$ cat config.mk
export PLATFORM = sky130hd
export DESIGN_NAME = sd_init_top
export DESIGN_NICKNAME = d
export VERILOG_FILES = /design/src/verilog/sd_proto_pkg.sv /design/src/verilog/board_pkg.sv /design/src/verilog/board_timebase.sv /design/src/verilog/sd_crc7.sv /design/src/verilog/sd_cmd_serializer.sv /design/src/verilog/sd_init_sequencer.sv /design/src/verilog/sd_init_top.sv
export SDC_FILE = /design/constraint.sdc
export NUM_CORES = 1
export LEC_CHECK = 0
export ABC_AREA = 1
export BUFFER_PORTS_ARGS = -buffer_cell sky130_fd_sc_hd__buf_2
export CORE_ASPECT_RATIO = 0.9
export CORE_MARGIN = 10
export CORE_UTILIZATION = 40
export DETAILED_ROUTE_END_ITERATION = 8
export PLACE_DENSITY_LB_ADDON = 0.3
export SYNTH_ARGS = -nofsm -noshare
export SYNTH_HDL_FRONTEND = slang
export SYNTH_SLANG_ARGS = --single-unit
$ cat constraint.sdc
create_clock -name CLOCK_50 -period 5.2 [get_ports CLOCK_50]
set_clock_uncertainty 0.2 [all_clocks]
set_input_delay 0.26 -clock CLOCK_50 [delete_from_list [all_inputs] [get_ports CLOCK_50]]
set_output_delay 0.26 -clock CLOCK_50 [all_outputs]
set_load 0.03 [all_outputs]
$ cat src/verilog/sd_proto_pkg.sv
// ===========================================================================
// sd command frame definitions
// ===========================================================================
package sd_proto_pkg;

    // command index, six bits after start and transmission bits
    typedef logic [5:0] sd_index_t;

    // 32-bit command argument
    typedef logic [31:0] sd_arg_t;

    // crc7 value, sent just ahead of the end bit
    typedef logic [6:0] sd_crc_t;

    // index and argument only
    // start, transmission, crc and end bits are framed by the serializer
    typedef struct packed {
        sd_index_t index;
        sd_arg_t   arg;
    } sd_cmd_t;

    // preamble flag set means dummy clocks, cmd is ignored then
    typedef struct packed {
        logic    preamble;
        sd_cmd_t cmd;
    } sd_req_t;

    // full frame length on the cmd line
    localparam int unsigned SD_FRAME_BITS = 48;

    // x^7 + x^3 + 1
    localparam sd_crc_t SD_CRC_POLY = 7'h09;

    // init command set
    localparam sd_index_t SD_CMD0   = 6'd0;
    localparam sd_index_t SD_CMD55  = 6'd55;
    localparam sd_index_t SD_ACMD41 = 6'd41;

    // hcs bit, host supports high capacity cards
    localparam sd_arg_t SD_ACMD41_ARG = 32'h4000_0000;

endpackage

$ cat src/verilog/board_pkg.sv
// ===========================================================================
// board level defaults for the 50 MHz card
// ===========================================================================
package board_pkg;

    // one ascii character for the debug port
    typedef logic [7:0] dbg_char_t;

    // half period of the sd clock in CLOCK_50 cycles
    // 50 MHz / (2 * 250) gives 100 kHz, inside the 400 kHz init limit
    localparam int unsigned SD_CLK_DIV_DEFAULT = 250;

    // dummy clocks with cmd high before the first command
    // card needs at least 74
    localparam int unsigned DUMMY_CLOCKS_DEFAULT = 80;

    // heartbeat counter width
    // msb toggles about every 0.17 s at 50 MHz
    localparam int unsigned HEARTBEAT_BITS_DEFAULT = 24;

endpackage

$ cat src/verilog/board_timebase.sv
`timescale 1ns/10ps

module board_timebase #(
    parameter int unsigned CLK_DIV        = board_pkg::SD_CLK_DIV_DEFAULT,
    parameter int unsigned HEARTBEAT_BITS = board_pkg::HEARTBEAT_BITS_DEFAULT
) (
    input  logic CLOCK_50,
    input  logic KEY0,
    output logic sd_clk,
    output logic fall_tick,
    output logic led_heartbeat
);

    // +1 keeps the counter at least one bit wide for CLK_DIV of 1
    localparam int unsigned DIV_W = $clog2(CLK_DIV + 1);

    typedef logic [DIV_W-1:0]          div_cnt_t;
    typedef logic [HEARTBEAT_BITS-1:0] beat_cnt_t;

    div_cnt_t  div_cnt;
    beat_cnt_t beat_cnt;
    logic      div_wrap;

    // =======================================================================
    // sd clock divider
    // =======================================================================
    assign div_wrap = (div_cnt == div_cnt_t'(CLK_DIV - 1));

    // toggle every CLK_DIV cycles
    // tick registered with the clock so it lands in the first low cycle
    always_ff @(posedge CLOCK_50 or negedge KEY0) begin
        if (!KEY0) begin
            div_cnt   <= '0;
            sd_clk    <= 1'b0;
            fall_tick <= 1'b0;
        end else begin
            fall_tick <= div_wrap && sd_clk;
            if (div_wrap) begin
                div_cnt <= '0;
                sd_clk  <= ~sd_clk;
            end else begin
                div_cnt <= div_cnt + div_cnt_t'(1);
            end
        end
    end

    // =======================================================================
    // heartbeat
    // =======================================================================
    always_ff @(posedge CLOCK_50 or negedge KEY0) begin
        if (!KEY0) begin
            beat_cnt <= '0;
        end else begin
            beat_cnt <= beat_cnt + beat_cnt_t'(1);
        end
    end

    // led follows counter msb
    assign led_heartbeat = beat_cnt[HEARTBEAT_BITS-1];

    // serializer relies on the tick sitting in the low half period
    a_tick_low : assert property (@(posedge CLOCK_50) disable iff (!KEY0)
        fall_tick |-> !sd_clk);

endmodule

$ cat src/verilog/sd_crc7.sv
`timescale 1ns/10ps

module sd_crc7 (
    input  logic                  CLOCK_50,
    input  logic                  KEY0,
    input  logic                  clear,
    input  logic                  shift,
    input  logic                  data_bit,
    output sd_proto_pkg::sd_crc_t crc
);

    import sd_proto_pkg::*;

    logic    feedback;
    sd_crc_t crc_next;

    // ===========================================================================
    // serial lfsr, msb first
    // ===========================================================================
    // incoming bit xor top of register decides whether the poly is applied
    assign feedback = data_bit ^ crc[6];
    assign crc_next = {crc[5:0], 1'b0} ^ (feedback ? SD_CRC_POLY : sd_crc_t'(0));

    // clear wins over shift, frame start has no data bit yet
    always_ff @(posedge CLOCK_50 or negedge KEY0) begin
        if (!KEY0) begin
            crc <= '0;
        end else if (clear) begin
            crc <= '0;
        end else if (shift) begin
            crc <= crc_next;
        end
    end

    // value is final once the 40th header bit is in

endmodule

$ cat src/verilog/sd_cmd_serializer.sv
`timescale 1ns/10ps

module sd_cmd_serializer #(
    parameter int unsigned DUMMY_CLOCKS = board_pkg::DUMMY_CLOCKS_DEFAULT
) (
    input  logic                  CLOCK_50,
    input  logic                  KEY0,
    input  logic                  fall_tick,
    input  logic                  xfer_req,
    input  sd_proto_pkg::sd_req_t xfer,
    output logic                  xfer_ack,
    output logic                  sd_cmd_out,
    output logic                  sd_cmd_oe
);

    import sd_proto_pkg::*;

    // counter must hold the longer of preamble and frame
    localparam int unsigned MAX_BITS =
        (DUMMY_CLOCKS > SD_FRAME_BITS) ? DUMMY_CLOCKS : SD_FRAME_BITS;
    localparam int unsigned CNT_W = $clog2(MAX_BITS + 1);

    typedef logic [CNT_W-1:0]           bit_cnt_t;
    // start, transmission, index and argument
    typedef logic [SD_FRAME_BITS-9:0]   head_t;
    typedef enum logic [1:0] {ST_IDLE, ST_SHIFT, ST_ACK} ser_state_t;

    // remaining-count values where the frame changes field
    localparam bit_cnt_t CNT_CRC_FIRST = bit_cnt_t'(8);
    localparam bit_cnt_t CNT_END       = bit_cnt_t'(1);

    ser_state_t state;
    bit_cnt_t   bit_cnt;
    head_t      shreg;
    logic       preamble;
    logic       load;
    logic       crc_shift;
    logic       next_bit;
    logic [2:0] crc_sel;
    sd_crc_t    crc;

    // ===========================================================================
    // frame control
    // ===========================================================================
    assign load      = (state == ST_IDLE) && xfer_req;
    // header bits only, crc and end bit do not feed the lfsr
    assign crc_shift = (state == ST_SHIFT) && fall_tick && !preamble &&
                       (bit_cnt > CNT_CRC_FIRST);
    // count 8 down to 2 walks crc bit 6 down to 0
    assign crc_sel   = 3'(bit_cnt - bit_cnt_t'(2));

    always_comb begin
        if (preamble || (bit_cnt == CNT_END)) begin
            next_bit = 1'b1;
        end else if (bit_cnt > CNT_CRC_FIRST) begin
            next_bit = shreg[$high(shreg)];
        end else begin
            next_bit = crc[crc_sel];
        end
    end

    // one bit per falling sd clock edge
    // one extra tick after the last bit to release the line and ack
    always_ff @(posedge CLOCK_50 or negedge KEY0) begin
        if (!KEY0) begin
            state      <= ST_IDLE;
            bit_cnt    <= '0;
            preamble   <= 1'b0;
            xfer_ack   <= 1'b0;
            sd_cmd_out <= 1'b1;
            sd_cmd_oe  <= 1'b0;
        end else begin
            case (state)
                ST_IDLE: begin
                    if (xfer_req) begin
                        preamble <= xfer.preamble;
                        bit_cnt  <= xfer.preamble ? bit_cnt_t'(DUMMY_CLOCKS)
                                                  : bit_cnt_t'(SD_FRAME_BITS);
                        state    <= ST_SHIFT;
                    end
                end
                ST_SHIFT: begin
                    if (fall_tick) begin
                        if (bit_cnt == '0) begin
                            sd_cmd_oe  <= 1'b0;
                            sd_cmd_out <= 1'b1;
                            xfer_ack   <= 1'b1;
                            state      <= ST_ACK;
                        end else begin
                            sd_cmd_oe  <= 1'b1;
                            sd_cmd_out <= next_bit;
                            bit_cnt    <= bit_cnt - bit_cnt_t'(1);
                        end
                    end
                end
                ST_ACK: begin
                    // hold ack until requester lets go
                    if (!xfer_req) begin
                        xfer_ack <= 1'b0;
                        state    <= ST_IDLE;
                    end
                end
                default: state <= ST_IDLE;
            endcase
        end
    end

    // header shift register
    always_ff @(posedge CLOCK_50) begin
        if (load) begin
            shreg <= {1'b0, 1'b1, xfer.cmd};
        end else if (crc_shift) begin
            shreg <= {shreg[$high(shreg)-1:0], 1'b0};
        end
    end

    sd_crc7 i_crc7 (
        .CLOCK_50 (CLOCK_50),
        .KEY0     (KEY0),
        .clear    (load),
        .shift    (crc_shift),
        .data_bit (shreg[$high(shreg)]),
        .crc      (crc)
    );

    // ack only answers a live request
    a_ack_needs_req : assert property (@(posedge CLOCK_50) disable iff (!KEY0)
        $rose(xfer_ack) |-> xfer_req);

    // line released whenever no transfer is running
    a_idle_released : assert property (@(posedge CLOCK_50) disable iff (!KEY0)
        (state == ST_IDLE) |-> !sd_cmd_oe);

endmodule

$ cat src/verilog/sd_init_sequencer.sv
`timescale 1ns/10ps

module sd_init_sequencer (
    input  logic                  CLOCK_50,
    input  logic                  KEY0,
    output logic                  xfer_req,
    output sd_proto_pkg::sd_req_t xfer,
    input  logic                  xfer_ack,
    output logic                  sd_cs,
    output logic                  dbg_req,
    output board_pkg::dbg_char_t  dbg_char,
    input  logic                  dbg_ack
);

    import sd_proto_pkg::*;
    import board_pkg::*;

    typedef enum logic [3:0] {
        ST_PREAMBLE,
        ST_CMD0,
        ST_PUT0,
        ST_CMD55,
        ST_PUT5,
        ST_ACMD41,
        ST_PUTA,
        ST_PUTD,
        ST_DONE
    } seq_state_t;

    // issue raises the request, release waits for ack to drop
    typedef enum logic {PH_ISSUE, PH_RELEASE} phase_t;

    seq_state_t state;
    seq_state_t next_state;
    phase_t     phase;
    logic       is_char;
    logic       hs_req;
    logic       hs_ack;

    // ===========================================================================
    // per-state payload
    // ===========================================================================
    // payloads come straight from state, so stable across each handshake
    always_comb begin
        xfer       = '0;
        dbg_char   = dbg_char_t'(0);
        next_state = ST_DONE;
        case (state)
            ST_PREAMBLE: begin
                xfer.preamble = 1'b1;
                next_state    = ST_CMD0;
            end
            ST_CMD0: begin
                xfer.cmd   = '{index: SD_CMD0, arg: sd_arg_t'(0)};
                next_state = ST_PUT0;
            end
            ST_PUT0: begin
                dbg_char   = "0";
                next_state = ST_CMD55;
            end
            ST_CMD55: begin
                xfer.cmd   = '{index: SD_CMD55, arg: sd_arg_t'(0)};
                next_state = ST_PUT5;
            end
            ST_PUT5: begin
                dbg_char   = "5";
                next_state = ST_ACMD41;
            end
            ST_ACMD41: begin
                xfer.cmd   = '{index: SD_ACMD41, arg: SD_ACMD41_ARG};
                next_state = ST_PUTA;
            end
            ST_PUTA: begin
                dbg_char   = "A";
                next_state = ST_PUTD;
            end
            ST_PUTD: begin
                dbg_char   = "D";
                next_state = ST_DONE;
            end
            default: next_state = ST_DONE;
        endcase
    end

    // cs deasserted only for the dummy clocks
    assign sd_cs = (state == ST_PREAMBLE);

    // pick which link the current state talks to
    assign is_char = (state == ST_PUT0) || (state == ST_PUT5) ||
                     (state == ST_PUTA) || (state == ST_PUTD);
    assign hs_req  = is_char ? dbg_req : xfer_req;
    assign hs_ack  = is_char ? dbg_ack : xfer_ack;

    // ===========================================================================
    // four-phase handshake FSM
    // ===========================================================================
    always_ff @(posedge CLOCK_50 or negedge KEY0) begin
        if (!KEY0) begin
            state    <= ST_PREAMBLE;
            phase    <= PH_ISSUE;
            xfer_req <= 1'b0;
            dbg_req  <= 1'b0;
        end else if (state != ST_DONE) begin
            case (phase)
                PH_ISSUE: begin
                    if (hs_req && hs_ack) begin
                        xfer_req <= 1'b0;
                        dbg_req  <= 1'b0;
                        phase    <= PH_RELEASE;
                    end else if (!hs_req && !hs_ack) begin
                        // new request only once the far side is idle
                        if (is_char) begin
                            dbg_req <= 1'b1;
                        end else begin
                            xfer_req <= 1'b1;
                        end
                    end
                end
                PH_RELEASE: begin
                    if (!hs_ack) begin
                        state <= next_state;
                        phase <= PH_ISSUE;
                    end
                end
                default: phase <= PH_ISSUE;
            endcase
        end
    end

    // debug sink may sample the character any time during the request
    a_char_stable : assert property (@(posedge CLOCK_50) disable iff (!KEY0)
        (dbg_req && $past(dbg_req)) |-> $stable(dbg_char));

endmodule

$ cat src/verilog/sd_init_top.sv
`timescale 1ns/10ps

module sd_init_top #(
    parameter int unsigned CLK_DIV        = board_pkg::SD_CLK_DIV_DEFAULT,
    parameter int unsigned DUMMY_CLOCKS   = board_pkg::DUMMY_CLOCKS_DEFAULT,
    parameter int unsigned HEARTBEAT_BITS = board_pkg::HEARTBEAT_BITS_DEFAULT
) (
    input  logic                 CLOCK_50,
    input  logic                 KEY0,
    output logic                 led_heartbeat,
    output logic                 sd_clk,
    output logic                 sd_cmd_out,
    output logic                 sd_cmd_oe,
    output logic                 sd_cs,
    output logic                 dbg_req,
    output board_pkg::dbg_char_t dbg_char,
    input  logic                 dbg_ack
);

    import sd_proto_pkg::*;

    logic    fall_tick;
    logic    xfer_req;
    logic    xfer_ack;
    sd_req_t xfer;

    // ===========================================================================
    // clocking and heartbeat
    // ===========================================================================
    board_timebase #(
        .CLK_DIV        (CLK_DIV),
        .HEARTBEAT_BITS (HEARTBEAT_BITS)
    ) i_timebase (
        .CLOCK_50      (CLOCK_50),
        .KEY0          (KEY0),
        .sd_clk        (sd_clk),
        .fall_tick     (fall_tick),
        .led_heartbeat (led_heartbeat)
    );

    // ===========================================================================
    // command ordering and cmd line
    // ===========================================================================
    sd_init_sequencer i_sequencer (
        .CLOCK_50 (CLOCK_50),
        .KEY0     (KEY0),
        .xfer_req (xfer_req),
        .xfer     (xfer),
        .xfer_ack (xfer_ack),
        .sd_cs    (sd_cs),
        .dbg_req  (dbg_req),
        .dbg_char (dbg_char),
        .dbg_ack  (dbg_ack)
    );

    // oe and out stay split, pad tristate sits outside this block
    sd_cmd_serializer #(
        .DUMMY_CLOCKS (DUMMY_CLOCKS)
    ) i_serializer (
        .CLOCK_50   (CLOCK_50),
        .KEY0       (KEY0),
        .fall_tick  (fall_tick),
        .xfer_req   (xfer_req),
        .xfer       (xfer),
        .xfer_ack   (xfer_ack),
        .sd_cmd_out (sd_cmd_out),
        .sd_cmd_oe  (sd_cmd_oe)
    );

endmodule

==> results.toml <==
[drt]
ant_nets = 0
wl_per_cell_um = 11.24
drc = 0
drtIter0Drc = 159
firstDrtPassIters = 4
vias_per_cell = 4.646
vias = 2634
finalWirelength_um = 6372

[timing]
relSlewSlack_pct = 48.07
finalSetupViolCount = 0
tightest_slew_ns = 0.7790
post-route-period-util_pct = 41.09
fmax_ghz = 0.4680
drv_slew = 0
rsz0062_at_grt = "no"
setup-tns-final_ns = 0
post-route-min-period_ns = 2.137
finalHoldViolCount = 0

[power]
p_leak_nw = 1.930
p_int_mw = 0.8293
cellPowerDensity_nw_per_um2 = 255.0
p_comb_share_pct = 1.3
p_sw_share_pct = 20.43
p_sw_mw = 0.2129
ir_worst_vdd_uv = 132.8
totalPowerFinal_mw = 1.042
power_frac_clock_pct = 45.0
seqPwrFrac_pct = 53.7

[synth]
syn_avg_cell_area_um2 = 8.791
yosysUniqueCellTypes = 42
yosysSeqAreaShare_pct = 49.32
ys_seq_elements = 71
ys_warn_count = 0
synthCells = 417
synth_area_um2 = 3666
synth_async_sr_flop_share_pct = 85.92
synth_edf_count = 8
ys.flop_type = "dfrtp_1"

[placed_design]
routabilityCongestion = 0.8759
portBuffers = 13
hpwl_um = 4664

[run]
drv_cap = 0

[worst_hold_path]
hold_class = "in -> reg"

[setup_path]
critPathTopFamily = "simple AND/OR/NAND/NOR gates"
cp_max_fo = 6
arrival_ns = 2.17
cp_num_buf_inv = 2
worstSetupPathType = "reg -> reg"
required_ns = 5.24
slowest_stage = "dfrtp_1"
cp-end-kind = "register"
worstSetupStartpointType = "register"
crit_path_cell_trace = "inv_1 -> nor2_2 -> nand2_1 -> nand3_2 -> nand2_1 -> nand2_2 -> inv_1 -> ha_1 -> nor2_1 -> nand2_1 -> nor2_1 -> nor2_1"
max_stage_delay_ns = 0.42

[clock_tree]
htree_levels = 3
post_cts_resized = 0
cts.sinks = 71
clk_path_buf_depth = 2
cts_setup_buffers = 0
cts_tree = "yes"
cts_buffers = 9
clk_pin_slew_ns = 0.07
clk_latency_ns = 0.34
cts_root_buf = "clkbuf_8"
hold_buffers = 1

[floorplanning]
die_w_um = 120.9
io_pins = 17
core_um2 = 9042
die_area_um2 = 13400
row_count = 33
dieHeight_um = 110.8
start_util_pct = 40.54

[layout]
multiInputGateArea_um2 = 1585
finalNetCount = 451
seqCellArea_um2 = 1808
fillers = 854
drive_above_1_share_pct = 13.71
antennaDiodeCount = 0
syn_to_final_growth_pct = 11.47

[outcome]
outcome = "complete, no violations"

[global_routing]
antenna_found_initial = 0
grt_usage_pct = 10.10
grt_pass1_vias = 2588
grt_max_degree = 62
grt_pass1_wl_um = 11390
grt_overflow = 0
power by group through the flow:
stage          combinational [mW]  clock, mW  sequential (mW)
2_1_floorplan             0.00469          0            0.570
5_1_grt                    0.0160      0.503            0.559
4_1_cts                    0.0147      0.488            0.559
3_3_place_gp               0.0138          0            0.570
3_5_place_dp               0.0141          0            0.570
6_report                   0.0137      0.469            0.559
state kept, by name, indices dropped and copies added (netlist names):
name	cells
i_serializer.sd_cmd_out	1
i_sequencer.dbg_req	1
i_timebase.beat_cnt	24
i_serializer.preamble	1
i_sequencer.state	4
i_serializer.i_crc7.crc	7
i_sequencer.phase	1
i_timebase.sd_clk	1
i_sequencer.xfer_req	1
i_timebase.div_cnt	8
i_serializer.xfer_ack	1
i_timebase.fall_tick	1
i_serializer.state	2
i_serializer.shreg	10
i_serializer.sd_cmd_oe	1
i_serializer.bit_cnt	7
per-stage QoR:
stage / std cells / setup slack [ns] / util, % / hold WS [ns] / area [um2]
after floorplan: 419 / 3.263 / - / -0.2356 / 3674
after global placement: 550 / 3.170 / 42.73 / 0.2381 / 3864
after detailed placement: 550 / 3.077 / 42.73 / 0.2458 / 3864
after CTS: 567 / 3.073 / 45.19 / 0.1400 / 4086
after global routing: 567 / 2.803 / 45.19 / 0.1596 / 4086
final: 567 / 3.063 / 45.19 / 0.1579 / 4086
per-layer routing:
layer | global-route usage (%) | share of wire (%) | up-vias
met1 | 12.57 | 49 | 1229
met5 | 0 | 0 | -
li1 | - | - | 1369
met2 | 15.95 | 46 | 28
met3 | 3.360 | 3.8 | 8
met4 | 3.376 | 1.4 | 0
logic make-up after synthesis:
| group | Yosys count | share of synthesized area [%] |
|---|---|---|
| buffers and inverters | 69 | 7.645 |
| AOI/OAI and AO/OA | 42 | 6.758 |
| and+or+nand+nor | 202 | 27.71 |
| adders and majority gates | 8 | 2.730 |
| DFF | 71 | 49.32 |
| xor gates and xnor gates | 24 | 5.734 |
| other | 1 | 0.1023 |
worst paths after layout:
| path | from | endpoint | slack, ns | cells after the start |
|---|---|---|---|---|
| worst max-delay path | i_sequencer.state[2] | i_sequencer.xfer_req | 3.06 | 12 |
| worst min-delay path | dbg_ack | i_sequencer.state[2] | 0.16 | 6 |
| worst max register to register | i_sequencer.state[2] | i_sequencer.xfer_req | 3.06 | 12 |
| worst min register to register | i_timebase.beat_cnt[0] | i_timebase.beat_cnt[0] | 0.25 | 1 |
| max in group asynchronous | KEY0 | i_timebase.beat_cnt[1] | 3.87 | 3 |
| min in group asynchronous | KEY0 | i_serializer.xfer_ack | 0.40 | 3 |
worst min-delay path: cells and delay by family:
| family | cells | cell delay [ns] |
|---|---|---|
| AND/OR/NAND/NOR | 4 | 0.29 |
| buffers and inverters | 2 | 0.10 |
synthesized netlist by cell type, types with 2 or more instances:
cell | count | area share [%]
nand3_2 | 5 | 1.4
nor3_1 | 6 | 0.82
inv_2 | 4 | 0.41
nand3b_1 | 2 | 0.41
nand2_2 | 3 | 0.51
inv_4 | 2 | 0.34
o21ai_1 | 9 | 1.2
nand3_1 | 23 | 3.1
nor2_1 | 52 | 5.3
dfrtp_1 | 60 | 41
nand2_4 | 3 | 0.92
buf_4 | 4 | 0.82
a21oi_1 | 9 | 1.2
nor2_4 | 4 | 1.2
o211ai_1 | 2 | 0.41
edfxtp_1 | 8 | 6.6
o22ai_1 | 4 | 0.68
inv_1 | 58 | 5.9
dfxtp_1 | 2 | 1.1
nand2_8 | 2 | 1.1
xnor2_1 | 9 | 2.2
xor2_1 | 15 | 3.6
nand2_1 | 86 | 8.8
o21ai_2 | 2 | 0.48
ha_1 | 8 | 2.7
o21ai_0 | 10 | 1.4
nand4_1 | 10 | 1.7
placed cells by master, fill, tap and decap left out, drive strengths merged, types with 2 or more instances in the layout:
master	instances
inv	64
buf	14
nor2	58
clkbuf	10
dfrtp	60
xor2	15
edfxtp	8
clkinv	3
dfxtp	2
ha	8
conb	3
a21boi	2
a21oi	9
nor3	7
o22ai	4
o21ai	21
nand4	10
nand3b	2
bufinv	2
nand3	29
xnor2	9
nand2	94
o211ai	2
area by class of cell:
cell class | instances | share of cell area, %
inverter | 64 | 6.001
multi-input combinational | 279 | 38.79
tap | 122 | 3.735
timing repair buffer | 15 | 2.021
clock inverter | 6 | 2.082
clock buffer | 10 | 3.123
sequential | 71 | 44.24
Power figures use the tool's default switching activity.
